--- src/panel_geom_pkg.sv ---
`default_nettype none

package panel_geom_pkg;

    localparam int panel_height = 32;
    localparam int panel_width = 64;

    // address fields
    localparam int row_bits = $clog2(panel_height);
    localparam int col_bits = $clog2(panel_width);

    // row, column, then one byte-select bit (two bytes per pixel)
    localparam int ram_addr_bits = row_bits + col_bits + 1;
    localparam int ram_data_bits = 8;

    typedef logic [ram_addr_bits-1:0] ram_addr_t;

    // one write on the frame RAM port
    typedef struct packed {
        ram_addr_t addr;
        logic [ram_data_bits-1:0] data;
        logic strobe;
    } ram_write_t;

    // arguments of the write-pixel command, in arrival order
    typedef struct packed {
        logic [7:0] row;
        logic [7:0] col;
        logic [15:0] colour;
    } pixel_cmd_t;

endpackage

`default_nettype wire

--- src/panel_cmd_pkg.sv ---
`default_nettype none

package panel_cmd_pkg;

    // colour channel switches
    localparam logic [7:0] cmd_red_on = "R";
    localparam logic [7:0] cmd_red_off = "r";
    localparam logic [7:0] cmd_green_on = "G";
    localparam logic [7:0] cmd_green_off = "g";
    localparam logic [7:0] cmd_blue_on = "B";
    localparam logic [7:0] cmd_blue_off = "b";

    // plane toggles run upward from this code
    localparam logic [7:0] cmd_plane_base = "1";
    localparam logic [7:0] cmd_planes_off = "0";
    localparam logic [7:0] cmd_planes_on = "9";

    // commands with arguments or RAM work
    localparam logic [7:0] cmd_set_brightness = "T";
    localparam logic [7:0] cmd_write_pixel = "P";
    localparam logic [7:0] cmd_blank = "Z";

    // argument of the set-brightness command
    typedef struct packed {
        logic [7:0] level;
    } brightness_cmd_t;

    typedef enum logic [1:0] {
        idle,
        collect_brightness,
        collect_pixel,
        writing
    } dec_state_t;

endpackage

`default_nettype wire

--- src/arg_collector.sv ---
`timescale 1ns/10ps
`default_nettype none

module arg_collector #(
    parameter type payload_t = logic [7:0]
) (
    input wire logic clk_in,
    input wire logic reset,
    input wire logic [7:0] rx_data,
    input wire logic take,
    output logic done,
    output payload_t payload
);

    localparam int payload_bits = $bits(payload_t);
    localparam int payload_bytes = payload_bits / 8;
    localparam int count_bits = (payload_bytes > 1) ? $clog2(payload_bytes) : 1;

    typedef logic [payload_bits-1:0] raw_t;

    logic [count_bits-1:0] byte_count;
    logic last_byte;
    raw_t shift_next;

    assign last_byte = (byte_count == count_bits'(payload_bytes - 1));

    // older bytes move up, the new one enters at the bottom
    assign shift_next = (raw_t'(payload) << 8) | raw_t'(rx_data);

    always_ff @(posedge clk_in or posedge reset) begin
        if (reset) begin
            byte_count <= '0;
            done <= 1'b0;
        end else begin
            done <= take && last_byte;
            if (take) begin
                if (last_byte) begin
                    byte_count <= '0;
                end else begin
                    byte_count <= byte_count + 1'b1;
                end
            end
        end
    end

    always_ff @(posedge clk_in) begin
        if (take) begin
            payload <= payload_t'(shift_next);
        end
    end

endmodule

`default_nettype wire

--- src/frame_writer.sv ---
`timescale 1ns/10ps
`default_nettype none

module frame_writer (
    input wire logic clk_in,
    input wire logic reset,
    input wire logic pixel_start,
    input wire panel_geom_pkg::pixel_cmd_t pixel,
    input wire logic blank_start,
    output panel_geom_pkg::ram_write_t ram_write,
    output logic write_done
);

    logic blanking;
    logic low_pending;
    panel_geom_pkg::ram_addr_t low_addr;
    logic [panel_geom_pkg::ram_data_bits-1:0] low_data;
    panel_geom_pkg::ram_addr_t next_addr;

    // row on top, column and byte-select inverted
    function automatic panel_geom_pkg::ram_addr_t pixel_addr(
        input panel_geom_pkg::pixel_cmd_t p,
        input logic byte_sel
    );
        return {p.row[panel_geom_pkg::row_bits-1:0],
                ~p.col[panel_geom_pkg::col_bits-1:0],
                ~byte_sel};
    endfunction

    assign next_addr = ram_write.addr + 1'b1;

    always_ff @(posedge clk_in or posedge reset) begin
        if (reset) begin
            ram_write <= '0;
            blanking <= 1'b0;
            low_pending <= 1'b0;
            write_done <= 1'b0;
        end else begin
            write_done <= 1'b0;
            ram_write.strobe <= 1'b0;
            if (blank_start) begin
                blanking <= 1'b1;
                ram_write.addr <= '0;
                ram_write.data <= '0;
                ram_write.strobe <= 1'b1;
            end else if (blanking) begin
                ram_write.addr <= next_addr;
                ram_write.data <= '0;
                ram_write.strobe <= 1'b1;
                // top address goes out now, sweep finished
                if (&next_addr) begin
                    blanking <= 1'b0;
                    write_done <= 1'b1;
                end
            end else if (pixel_start) begin
                // high colour byte first, at byte-select 0
                low_pending <= 1'b1;
                ram_write.addr <= pixel_addr(pixel, 1'b0);
                ram_write.data <= pixel.colour[15:8];
                ram_write.strobe <= 1'b1;
            end else if (low_pending) begin
                low_pending <= 1'b0;
                ram_write.addr <= low_addr;
                ram_write.data <= low_data;
                ram_write.strobe <= 1'b1;
                write_done <= 1'b1;
            end
        end
    end

    // second byte of the pixel, held for the next cycle
    always_ff @(posedge clk_in) begin
        if (pixel_start) begin
            low_addr <= pixel_addr(pixel, 1'b1);
            low_data <= pixel.colour[7:0];
        end
    end

endmodule

`default_nettype wire

--- src/cmd_decoder.sv ---
`timescale 1ns/10ps
`default_nettype none

module cmd_decoder #(
    parameter int brightness_levels = 6
) (
    input wire logic clk_in,
    input wire logic reset,
    input wire logic [7:0] rx_data,
    input wire logic rx_valid,
    input wire logic brightness_done,
    input wire panel_cmd_pkg::brightness_cmd_t brightness_payload,
    input wire logic pixel_done,
    input wire logic write_done,
    output logic rx_ready,
    output logic [2:0] rgb_enable,
    output logic [brightness_levels-1:0] brightness_enable,
    output logic busy,
    output logic brightness_take,
    output logic pixel_take,
    output logic pixel_start,
    output logic blank_start
);

    panel_cmd_pkg::dec_state_t state;
    logic accept;
    logic in_idle;
    logic [brightness_levels-1:0] plane_toggle;

    assign in_idle = (state == panel_cmd_pkg::idle);

    // hold off while frame_writer runs and during a collector's done cycle
    assign rx_ready = (state != panel_cmd_pkg::writing) && !brightness_done && !pixel_done;
    assign accept = rx_valid && rx_ready;
    assign busy = !in_idle;

    assign brightness_take = accept && (state == panel_cmd_pkg::collect_brightness);
    assign pixel_take = accept && (state == panel_cmd_pkg::collect_pixel);

    assign blank_start = accept && in_idle && (rx_data == panel_cmd_pkg::cmd_blank);
    assign pixel_start = pixel_done && (state == panel_cmd_pkg::collect_pixel);

    // "1" hits the top plane, each following digit the next one down
    always_comb begin
        plane_toggle = '0;
        for (int k = 0; k < brightness_levels; k++) begin
            if (rx_data == panel_cmd_pkg::cmd_plane_base + 8'(k)) begin
                plane_toggle[brightness_levels-1-k] = 1'b1;
            end
        end
    end

    always_ff @(posedge clk_in or posedge reset) begin
        if (reset) begin
            state <= panel_cmd_pkg::idle;
            rgb_enable <= 3'b111;
            brightness_enable <= '1;
        end else begin
            case (state)
                panel_cmd_pkg::idle: begin
                    if (accept) begin
                        case (rx_data)
                            panel_cmd_pkg::cmd_red_on: begin
                                rgb_enable[0] <= 1'b1;
                            end
                            panel_cmd_pkg::cmd_red_off: begin
                                rgb_enable[0] <= 1'b0;
                            end
                            panel_cmd_pkg::cmd_green_on: begin
                                rgb_enable[1] <= 1'b1;
                            end
                            panel_cmd_pkg::cmd_green_off: begin
                                rgb_enable[1] <= 1'b0;
                            end
                            panel_cmd_pkg::cmd_blue_on: begin
                                rgb_enable[2] <= 1'b1;
                            end
                            panel_cmd_pkg::cmd_blue_off: begin
                                rgb_enable[2] <= 1'b0;
                            end
                            panel_cmd_pkg::cmd_planes_off: begin
                                brightness_enable <= '0;
                            end
                            panel_cmd_pkg::cmd_planes_on: begin
                                brightness_enable <= '1;
                            end
                            panel_cmd_pkg::cmd_set_brightness: begin
                                state <= panel_cmd_pkg::collect_brightness;
                            end
                            panel_cmd_pkg::cmd_write_pixel: begin
                                state <= panel_cmd_pkg::collect_pixel;
                            end
                            panel_cmd_pkg::cmd_blank: begin
                                state <= panel_cmd_pkg::writing;
                            end
                            default: begin
                                // zero mask for anything that is not a plane digit
                                brightness_enable <= brightness_enable ^ plane_toggle;
                            end
                        endcase
                    end
                end
                panel_cmd_pkg::collect_brightness: begin
                    if (brightness_done) begin
                        brightness_enable <= brightness_payload.level[brightness_levels-1:0];
                        state <= panel_cmd_pkg::idle;
                    end
                end
                panel_cmd_pkg::collect_pixel: begin
                    if (pixel_done) begin
                        state <= panel_cmd_pkg::writing;
                    end
                end
                panel_cmd_pkg::writing: begin
                    if (write_done) begin
                        state <= panel_cmd_pkg::idle;
                    end
                end
                default: begin
                    state <= panel_cmd_pkg::idle;
                end
            endcase
        end
    end

endmodule

`default_nettype wire

--- src/panel_ctrl_top.sv ---
`timescale 1ns/10ps
`default_nettype none

module panel_ctrl_top #(
    parameter int brightness_levels = 6
) (
    input wire logic clk_in,
    input wire logic reset,
    input wire logic [7:0] rx_data,
    input wire logic rx_valid,
    output logic rx_ready,
    output logic [2:0] rgb_enable,
    output logic [brightness_levels-1:0] brightness_enable,
    output panel_geom_pkg::ram_write_t ram_write,
    output logic busy
);

    logic brightness_take;
    logic brightness_done;
    panel_cmd_pkg::brightness_cmd_t brightness_payload;

    logic pixel_take;
    logic pixel_done;
    panel_geom_pkg::pixel_cmd_t pixel_payload;

    logic pixel_start;
    logic blank_start;
    logic write_done;

    cmd_decoder #(
        .brightness_levels(brightness_levels)
    ) u_cmd_decoder (
        .clk_in(clk_in),
        .reset(reset),
        .rx_data(rx_data),
        .rx_valid(rx_valid),
        .brightness_done(brightness_done),
        .brightness_payload(brightness_payload),
        .pixel_done(pixel_done),
        .write_done(write_done),
        .rx_ready(rx_ready),
        .rgb_enable(rgb_enable),
        .brightness_enable(brightness_enable),
        .busy(busy),
        .brightness_take(brightness_take),
        .pixel_take(pixel_take),
        .pixel_start(pixel_start),
        .blank_start(blank_start)
    );

    // one byte for "T"
    arg_collector #(
        .payload_t(panel_cmd_pkg::brightness_cmd_t)
    ) u_brightness_args (
        .clk_in(clk_in),
        .reset(reset),
        .rx_data(rx_data),
        .take(brightness_take),
        .done(brightness_done),
        .payload(brightness_payload)
    );

    // row, column and two colour bytes for "P"
    arg_collector #(
        .payload_t(panel_geom_pkg::pixel_cmd_t)
    ) u_pixel_args (
        .clk_in(clk_in),
        .reset(reset),
        .rx_data(rx_data),
        .take(pixel_take),
        .done(pixel_done),
        .payload(pixel_payload)
    );

    frame_writer u_frame_writer (
        .clk_in(clk_in),
        .reset(reset),
        .pixel_start(pixel_start),
        .pixel(pixel_payload),
        .blank_start(blank_start),
        .ram_write(ram_write),
        .write_done(write_done)
    );

endmodule

`default_nettype wire

--- config.mk ---
export PLATFORM = sky130hd
export DESIGN_NAME = panel_ctrl_top
export DESIGN_NICKNAME = d
export VERILOG_FILES = /design/src/panel_geom_pkg.sv /design/src/panel_cmd_pkg.sv /design/src/arg_collector.sv /design/src/frame_writer.sv /design/src/cmd_decoder.sv /design/src/panel_ctrl_top.sv
export SDC_FILE = /design/constraint.sdc
export NUM_CORES = 1
export LEC_CHECK = 0
export BUFFER_PORTS_ARGS = -buffer_cell sky130_fd_sc_hd__buf_2
export CAP_MARGIN = 20
export CORE_MARGIN = 2
export CORE_UTILIZATION = 40
export CTS_BUF_LIST = sky130_fd_sc_hd__clkbuf_2 sky130_fd_sc_hd__clkbuf_4 sky130_fd_sc_hd__clkbuf_8
export DETAILED_ROUTE_END_ITERATION = 7
export PLACE_DENSITY = 0.6
export SLEW_MARGIN = 20
export SYNTH_ARGS = -nofsm -noshare
export SYNTH_HDL_FRONTEND = slang
export SYNTH_SLANG_ARGS = --single-unit
--- constraint.sdc ---
create_clock -name clk_in -period 2.2 [get_ports clk_in]
set_clock_uncertainty 0.05 [all_clocks]
set_input_delay 0.22 -clock clk_in [delete_from_list [all_inputs] [get_ports clk_in]]
set_output_delay 0.22 -clock clk_in [all_outputs]
set_load 0.005 [all_outputs]
==> results of run 1 <==
[kinds of logic after synthesis]
| kind of cell | after synthesis | synth area share (%) |
|---|---|---|
| AO/OA/AOI/OAI | 79 | 12.5 |
| XOR/XNOR | 8 | 1.64 |
| adder cells (fa/ha/maj) | 3 | 0.877 |
| buffers and inverters | 39 | 4.21 |
| flip-flops | 91 | 59.5 |
| multiplexers | 26 | 6.22 |
| AND/OR/NAND/NOR | 113 | 15.1 |
[state kept, by name, summed over array words and instances (netlist names), 2 cells and up]
register,cells
u_brightness_args.payload,6
u_frame_writer.low_addr,11
u_pixel_args.byte_count,2
u_cmd_decoder.rgb_enable,3
u_cmd_decoder.state,2
u_pixel_args.payload,27
u_frame_writer.ram_write,21
u_cmd_decoder.brightness_enable,6
u_frame_writer.low_data,8
[layout make-up]
class / count / area [um^2]
Fill cell: 984 / 5480
Sequential cell: 91 / 2550
Tap cell: 136 / 170
Inverter: 14 / 52.6
Timing Repair Buffer: 56 / 330
Multi-Input combinational cell: 229 / 1550
Clock inverter: 6 / 104
Clock buffer: 10 / 131
[per-stage QoR]
stage	std cells	setup WS, ns	power, mW
finish	542	0.265	4.47
global route	542	0.167	4.74
CTS	542	0.259	4.52
detailed placement	525	0.286	3.18
global placement	525	0.324	3.15
floorplan	359	0.115	2.86
[worst paths after layout]
| kind | startpoint | depth (start not counted) | slack [ns] | endpoint |
|---|---|---|---|---|
| worst max-delay path | u_cmd_decoder.state[0] | 4 | 0.27 | u_pixel_args.payload[27] |
| worst min-delay path | rx_data[7] | 1 | 0.02 | u_pixel_args.payload[7] |
| worst max register to register | u_cmd_decoder.state[0] | 4 | 0.27 | u_pixel_args.payload[27] |
| worst min register to register | u_pixel_args.payload[26] | 0 | 0.40 | u_frame_writer.low_addr[9] |
| max in group asynchronous | reset | 4 | 1.14 | u_cmd_decoder.rgb_enable[2] |
| min in group asynchronous | reset | 3 | 0.33 | u_frame_writer.ram_write[13] |
[where the power goes]
group | internal, mW | leakage [nW] | switching [mW]
Combinational | 0.449 | 0.788 | 0.488
Sequential | 1.99 | 0.965 | 0.212
Clock | 0.761 | 0.121 | 0.569
[worst max-delay path, stage by stage (launching register included)]
cell and delay (ns):
dfrtp_1 0.39, buf_4 0.16, a211oi_1 0.38, and4b_2 0.44
buf_12 0.21
[synthesized netlist by cell type, types with 7 or more instances]
| master | number | area share, % |
|---|---|---|
| a211oi_1 | 21 | 3.7 |
| a21oi_1 | 15 | 1.8 |
| buf_2 | 9 | 1.1 |
| clkbuf_1 | 11 | 0.96 |
| dfrtp_1 | 30 | 18 |
| dfstp_2 | 9 | 5.5 |
| edfxtp_1 | 52 | 36 |
| inv_1 | 13 | 1.1 |
| mux2i_1 | 21 | 4.9 |
| nand2_1 | 13 | 1.1 |
| nand2b_1 | 7 | 1.0 |
| nand3_1 | 10 | 1.2 |
| nor2_1 | 35 | 3.1 |
| nor3_1 | 8 | 0.94 |
| o21ai_0 | 13 | 1.5 |
[per-layer routing]
| metal | track usage, % | share of wire [%] |
|---|---|---|
| met4 | 3.57 | 0.79 |
| met1 | 23.9 | 48 |
| met5 | 0 | 0 |
| met3 | 3.93 | 4.1 |
| met2 | 25.9 | 47 |
[what timing repair did]
action | in CTS | in global routing
setup endpoints to repair | 0 | 0
hold endpoints to repair | 11 | 0
hold buffers | 1 | 0
==> flow_metrics.env, run 1 <==
export IMPL_critPathMaxFanout=23
export IMPL_synth_area_um2=4280
export IMPL_final_util_pct=47.2
export IMPL_worstMarginPinSlew_ns=0.766
export IMPL_finalInstanceArea_um2=4890
export IMPL_fin_crit_sh_pct=88.0
export IMPL_worstSetupPathType="flip-flop to flip-flop"
export IMPL_htree_levels=3
export IMPL_grt_pass1_vias=2809
export IMPL_drive_gt1_share_pct=23.2
export IMPL_clock_fmax_mhz=517
export IMPL_layout_commonest_cell="edfxtp_1"
export IMPL_grt_pass1_wl_um=14900
export IMPL_clockRootBuffer="clkbuf_8"
export IMPL_rows=37
export IMPL_clock_latency_ns=0.35
export IMPL_fp_dieH_um=107
export IMPL_numPortBuffers=42
export IMPL_synthDistinctLibCells=65
export IMPL_worstPathArrival_ns=1.94
export IMPL_drtIter0Drc=205
export IMPL_finalMaxSlewViolations=0
export IMPL_outcome="finished clean"
export IMPL_rsz0062_at_grt="no"
export IMPL_die_w_um=107
export IMPL_drtAntennaViolNets=0
export IMPL_io_pins=43
export IMPL_synth_edf_count=52
export IMPL_cts_tree="yes"
export IMPL_routed_via_density=5.48
export IMPL_async_flop_share_pct=42.9
export IMPL_peakVddDrop_mv=0.615
export IMPL_clkSlewWorstSetupHoldPaths_ns=0.09
export IMPL_synth_seq_area_share_pct=59.5
export IMPL_synth_seq_cells=91
export IMPL_vias=2972
export IMPL_post_cts_buffers=0
export IMPL_area_growth_pct=14.2
export IMPL_cts_buffers=9
export IMPL_relSlewSlack_pct=48.9
export IMPL_worst_hold_slack_ns=0.0246
export IMPL_hold_path_class="primary input to flip-flop"
export IMPL_core_area_um2=10400
export IMPL_final_cell_mix="edfxtp_1 (52), buf_2 (42), nor2_1 (35), dfrtp_1 (30)"
export IMPL_worst_ep_required_time_ns=2.20
export IMPL_synth_nets=373
export IMPL_nNetsFinal=415
export IMPL_avgSynthCellArea_um2=11.9
export IMPL_die_area_um2=11500
export IMPL_clock_sinks=91
export IMPL_layout_min_cycle_time_ns=1.93
export IMPL_cts_resized=0
export IMPL_max_cap_violations=0
export IMPL_clockBufferDepth=2
export IMPL_cp_start_kind="flip-flop"
export IMPL_grt_start_max_net_pins=37
export IMPL_p_per_area_nw_per_um2=914
export IMPL_dp_final_hpwl_um=6110
export IMPL_grt_usage_pct=16.7
export IMPL_fin_tns_setup_ns=0
export IMPL_antenna_found_initial=0
export IMPL_start_util_pct=41.3
export IMPL_synthCells=359
export IMPL_gp_congestion=0.834
export IMPL_yosys_warnings=0
export IMPL_overflow=0
export IMPL_setup_viol=0
export IMPL_diodes=0
export IMPL_drc_errors=0
export IMPL_routedWlPerCell_um=16.9
export IMPL_hold_viol=0
export IMPL_first_pass_iters=4
export IMPL_p_leak_nw=1.87
export IMPL_routed_wl_um=9160
export IMPL_crit_path_end_kind="flip-flop"
export IMPL_synthFlopType="edfxtp_1"
export IMPL_placed_area_um2=4650
Power figures use the tool's default switching activity.
==> run 2: changes to the inputs <==
Settings changed: CTS_BUF_LIST sky130_fd_sc_hd__clkbuf_2 sky130_fd_sc_hd__clkbuf_4 sky130_fd_sc_hd__clkbuf_8 to unset.
==> run 2 against run 1 <==
Effect of this change: clock power about the same; largest power group unchanged; cell area about the same; flip-flop and latch count unchanged; fmax unchanged; die area unchanged; sequential share of layout area hardly changed; count of clock-buffer cells in the layout stayed put; combinational power about the same; utilization about the same; via count is the same.
==> flow_metrics.env, run 2 (synthesis gave the netlist of run 1 again) <==
export IMPL_outcome="finished clean"
export IMPL_clockBufferDepth=2
export IMPL_grt_pass1_vias=2809
export IMPL_drtAntennaViolNets=0
export IMPL_worstPathArrival_ns=1.94
export IMPL_grt_usage_pct=16.7
export IMPL_reg2reg_to="u_pixel_args.payload[27]"
export IMPL_critical_path_top_delay_family="simple AND/OR/NAND/NOR gates"
export IMPL_peakVddDrop_mv=0.596
export IMPL_crit_cells=4
export IMPL_clock_latency_ns=0.35
export IMPL_routed_wl_um=9150
export IMPL_cp_buffers_inverters=2
export IMPL_top_regs="u_pixel_args.payload x27, u_frame_writer.ram_write x21, u_frame_writer.low_addr x11"
export IMPL_gp_congestion=0.834
export IMPL_antenna_found_initial=0
export IMPL_core_area_um2=10400
export IMPL_clockRootBuffer="clkbuf_8"
export IMPL_setup_viol=0
export IMPL_worst_hold_slack_ns=0.0246
export IMPL_cts_buffers=9
export IMPL_power_frac_seq_pct=49.4
export IMPL_grt_pass1_wl_um=14900
export IMPL_clock_sinks=91
export IMPL_cp_startpoint="u_cmd_decoder.state[0]"
export IMPL_worstSetupPathType="flip-flop to flip-flop"
export IMPL_fp_dieH_um=107
export IMPL_placed_cells=525
export IMPL_layout_commonest_cell="edfxtp_1"
export IMPL_clkSlewWorstSetupHoldPaths_ns=0.09
export IMPL_reg2reg_slack_ns=0.27
export IMPL_switching_power_mw=1.27
export IMPL_p_per_area_nw_per_um2=912
export IMPL_endpoint="u_pixel_args.payload[27]"
export IMPL_drtIter0Drc=205
export IMPL_crit_path_end_kind="flip-flop"
export IMPL_routed_via_density=5.48
export IMPL_relSlewSlack_pct=48.9
export IMPL_max_cap_violations=0
export IMPL_clock_fmax_mhz=517
export IMPL_p_leak_nw=1.87
export IMPL_start_util_pct=41.3
export IMPL_htree_levels=3
export IMPL_top_register="u_pixel_args.payload"
export IMPL_layout_min_cycle_time_ns=1.93
export IMPL_hold_path_class="primary input to flip-flop"
export IMPL_numPortBuffers=42
export IMPL_final_util_pct=47.1
export IMPL_slowest_delay_ns=0.44
export IMPL_first_pass_iters=4
export IMPL_p_int_mw=3.19
export IMPL_min_from="rx_data[7]"
export IMPL_die_w_um=107
export IMPL_final_cells=542
export IMPL_dp_final_hpwl_um=6110
export IMPL_worst_ep_required_time_ns=2.20
export IMPL_p_sw_share_pct=28.5
export IMPL_rows=37
export IMPL_grt_start_max_net_pins=37
export IMPL_post_cts_buffers=0
export IMPL_cts_resized=0
export IMPL_drive_gt1_share_pct=22.9
export IMPL_fin_tns_setup_ns=0
export IMPL_routedWlPerCell_um=16.9
export IMPL_io_pins=43
export IMPL_fin_crit_sh_pct=88.0
export IMPL_cp_start_kind="flip-flop"
export IMPL_drc_errors=0
export IMPL_critPathMaxFanout=23
export IMPL_worstMarginPinSlew_ns=0.766
export IMPL_diodes=0
export IMPL_die_area_um2=11500
export IMPL_cts_tree="yes"
export IMPL_crit_chain="buf_4 -> a211oi_1 -> and4b_2 -> buf_12"
export IMPL_pwr_share_clk_pct=29.6
export IMPL_area_growth_pct=14.1
export IMPL_final_cell_mix="edfxtp_1 (52), buf_2 (42), nor2_1 (35), dfrtp_1 (30)"
export IMPL_vias=2972
export IMPL_reg2reg_from="u_cmd_decoder.state[0]"
export IMPL_p_total_mw=4.46
export IMPL_rr_worst_depth=4
export IMPL_largest_register_ffs=27
export IMPL_nNetsFinal=415
export IMPL_overflow=0
export IMPL_rsz0062_at_grt="no"
export IMPL_combPwrFrac_pct=21.0
export IMPL_cp_slowest_cell="and4b_2"
export IMPL_finalMaxSlewViolations=0
export IMPL_hold_viol=0
==> run 2: cell types whose count changed in the layout (fill, tap and decap cells not counted) <==
| cell | delta |
|---|---|
| clkbuf_4 | -1 |
| clkbuf_1 | +1 |
==> run 2: power by group through the flow <==
stage               sequential, mW  clock, mW  combinational (mW)
floorplan                     2.15          0               0.706
global placement              2.22          0               0.928
detailed placement            2.23          0               0.942
CTS                           2.20       1.36               0.949
global route                  2.24       1.43                1.06
finish                        2.20       1.32               0.937
==> run 2: per-stage QoR <==
stage | setup slack [ns] | area (um^2)
2_1_floorplan | 0.115 | 4280
3_3_place_gp | 0.324 | 4650
3_5_place_dp | 0.286 | 4650
4_1_cts | 0.259 | 4890
5_1_grt | 0.167 | 4890
6_report | 0.265 | 4890
==> run 2: what timing repair did <==
item | in CTS | in global routing
hold buffers | 1 | 0
endpoints found under the setup margin | 0 | 0
hold endpoints to repair | 11 | 0
==> run 2: layout make-up <==
| type | count | area, um^2 |
|---|---|---|
| fill | 983 | 5480 |
| sequential | 91 | 2550 |
| multi-input combinational | 229 | 1550 |
| timing repair buffer | 56 | 330 |
| tap | 136 | 170 |
| clock buffer | 10 | 128 |
| clock inverter | 6 | 104 |
| inverter | 14 | 52.6 |
==> run 2: worst register-to-register path: cells and delay by family (launching register included) <==
family          cells  cell delay, ns
compound gates      1            0.38
flops               1            0.39
buf+inv             2            0.38
simple gates        1            0.44
==> run 2: worst min path at each step <==
stage	endpoint	slack [ns]	cells past startpoint
global placement	u_frame_writer.ram_write[11]	0.17	2
floorplan	u_cmd_decoder.rgb_enable[1]	0.23	1
CTS	u_pixel_args.payload[7]	0.001	1
global route	u_pixel_args.payload[7]	0.005	1
detailed placement	u_frame_writer.ram_write[11]	0.17	2
finish	u_pixel_args.payload[7]	0.02	1
==> run 2: layer usage <==
metal	up-vias	wire length, um	GRT usage [%]
li1	1425	-	-
met2	65	4310	25.9
met1	1476	4390	23.9
met5	-	0	0
met4	0	72	3.57
met3	6	379	3.93
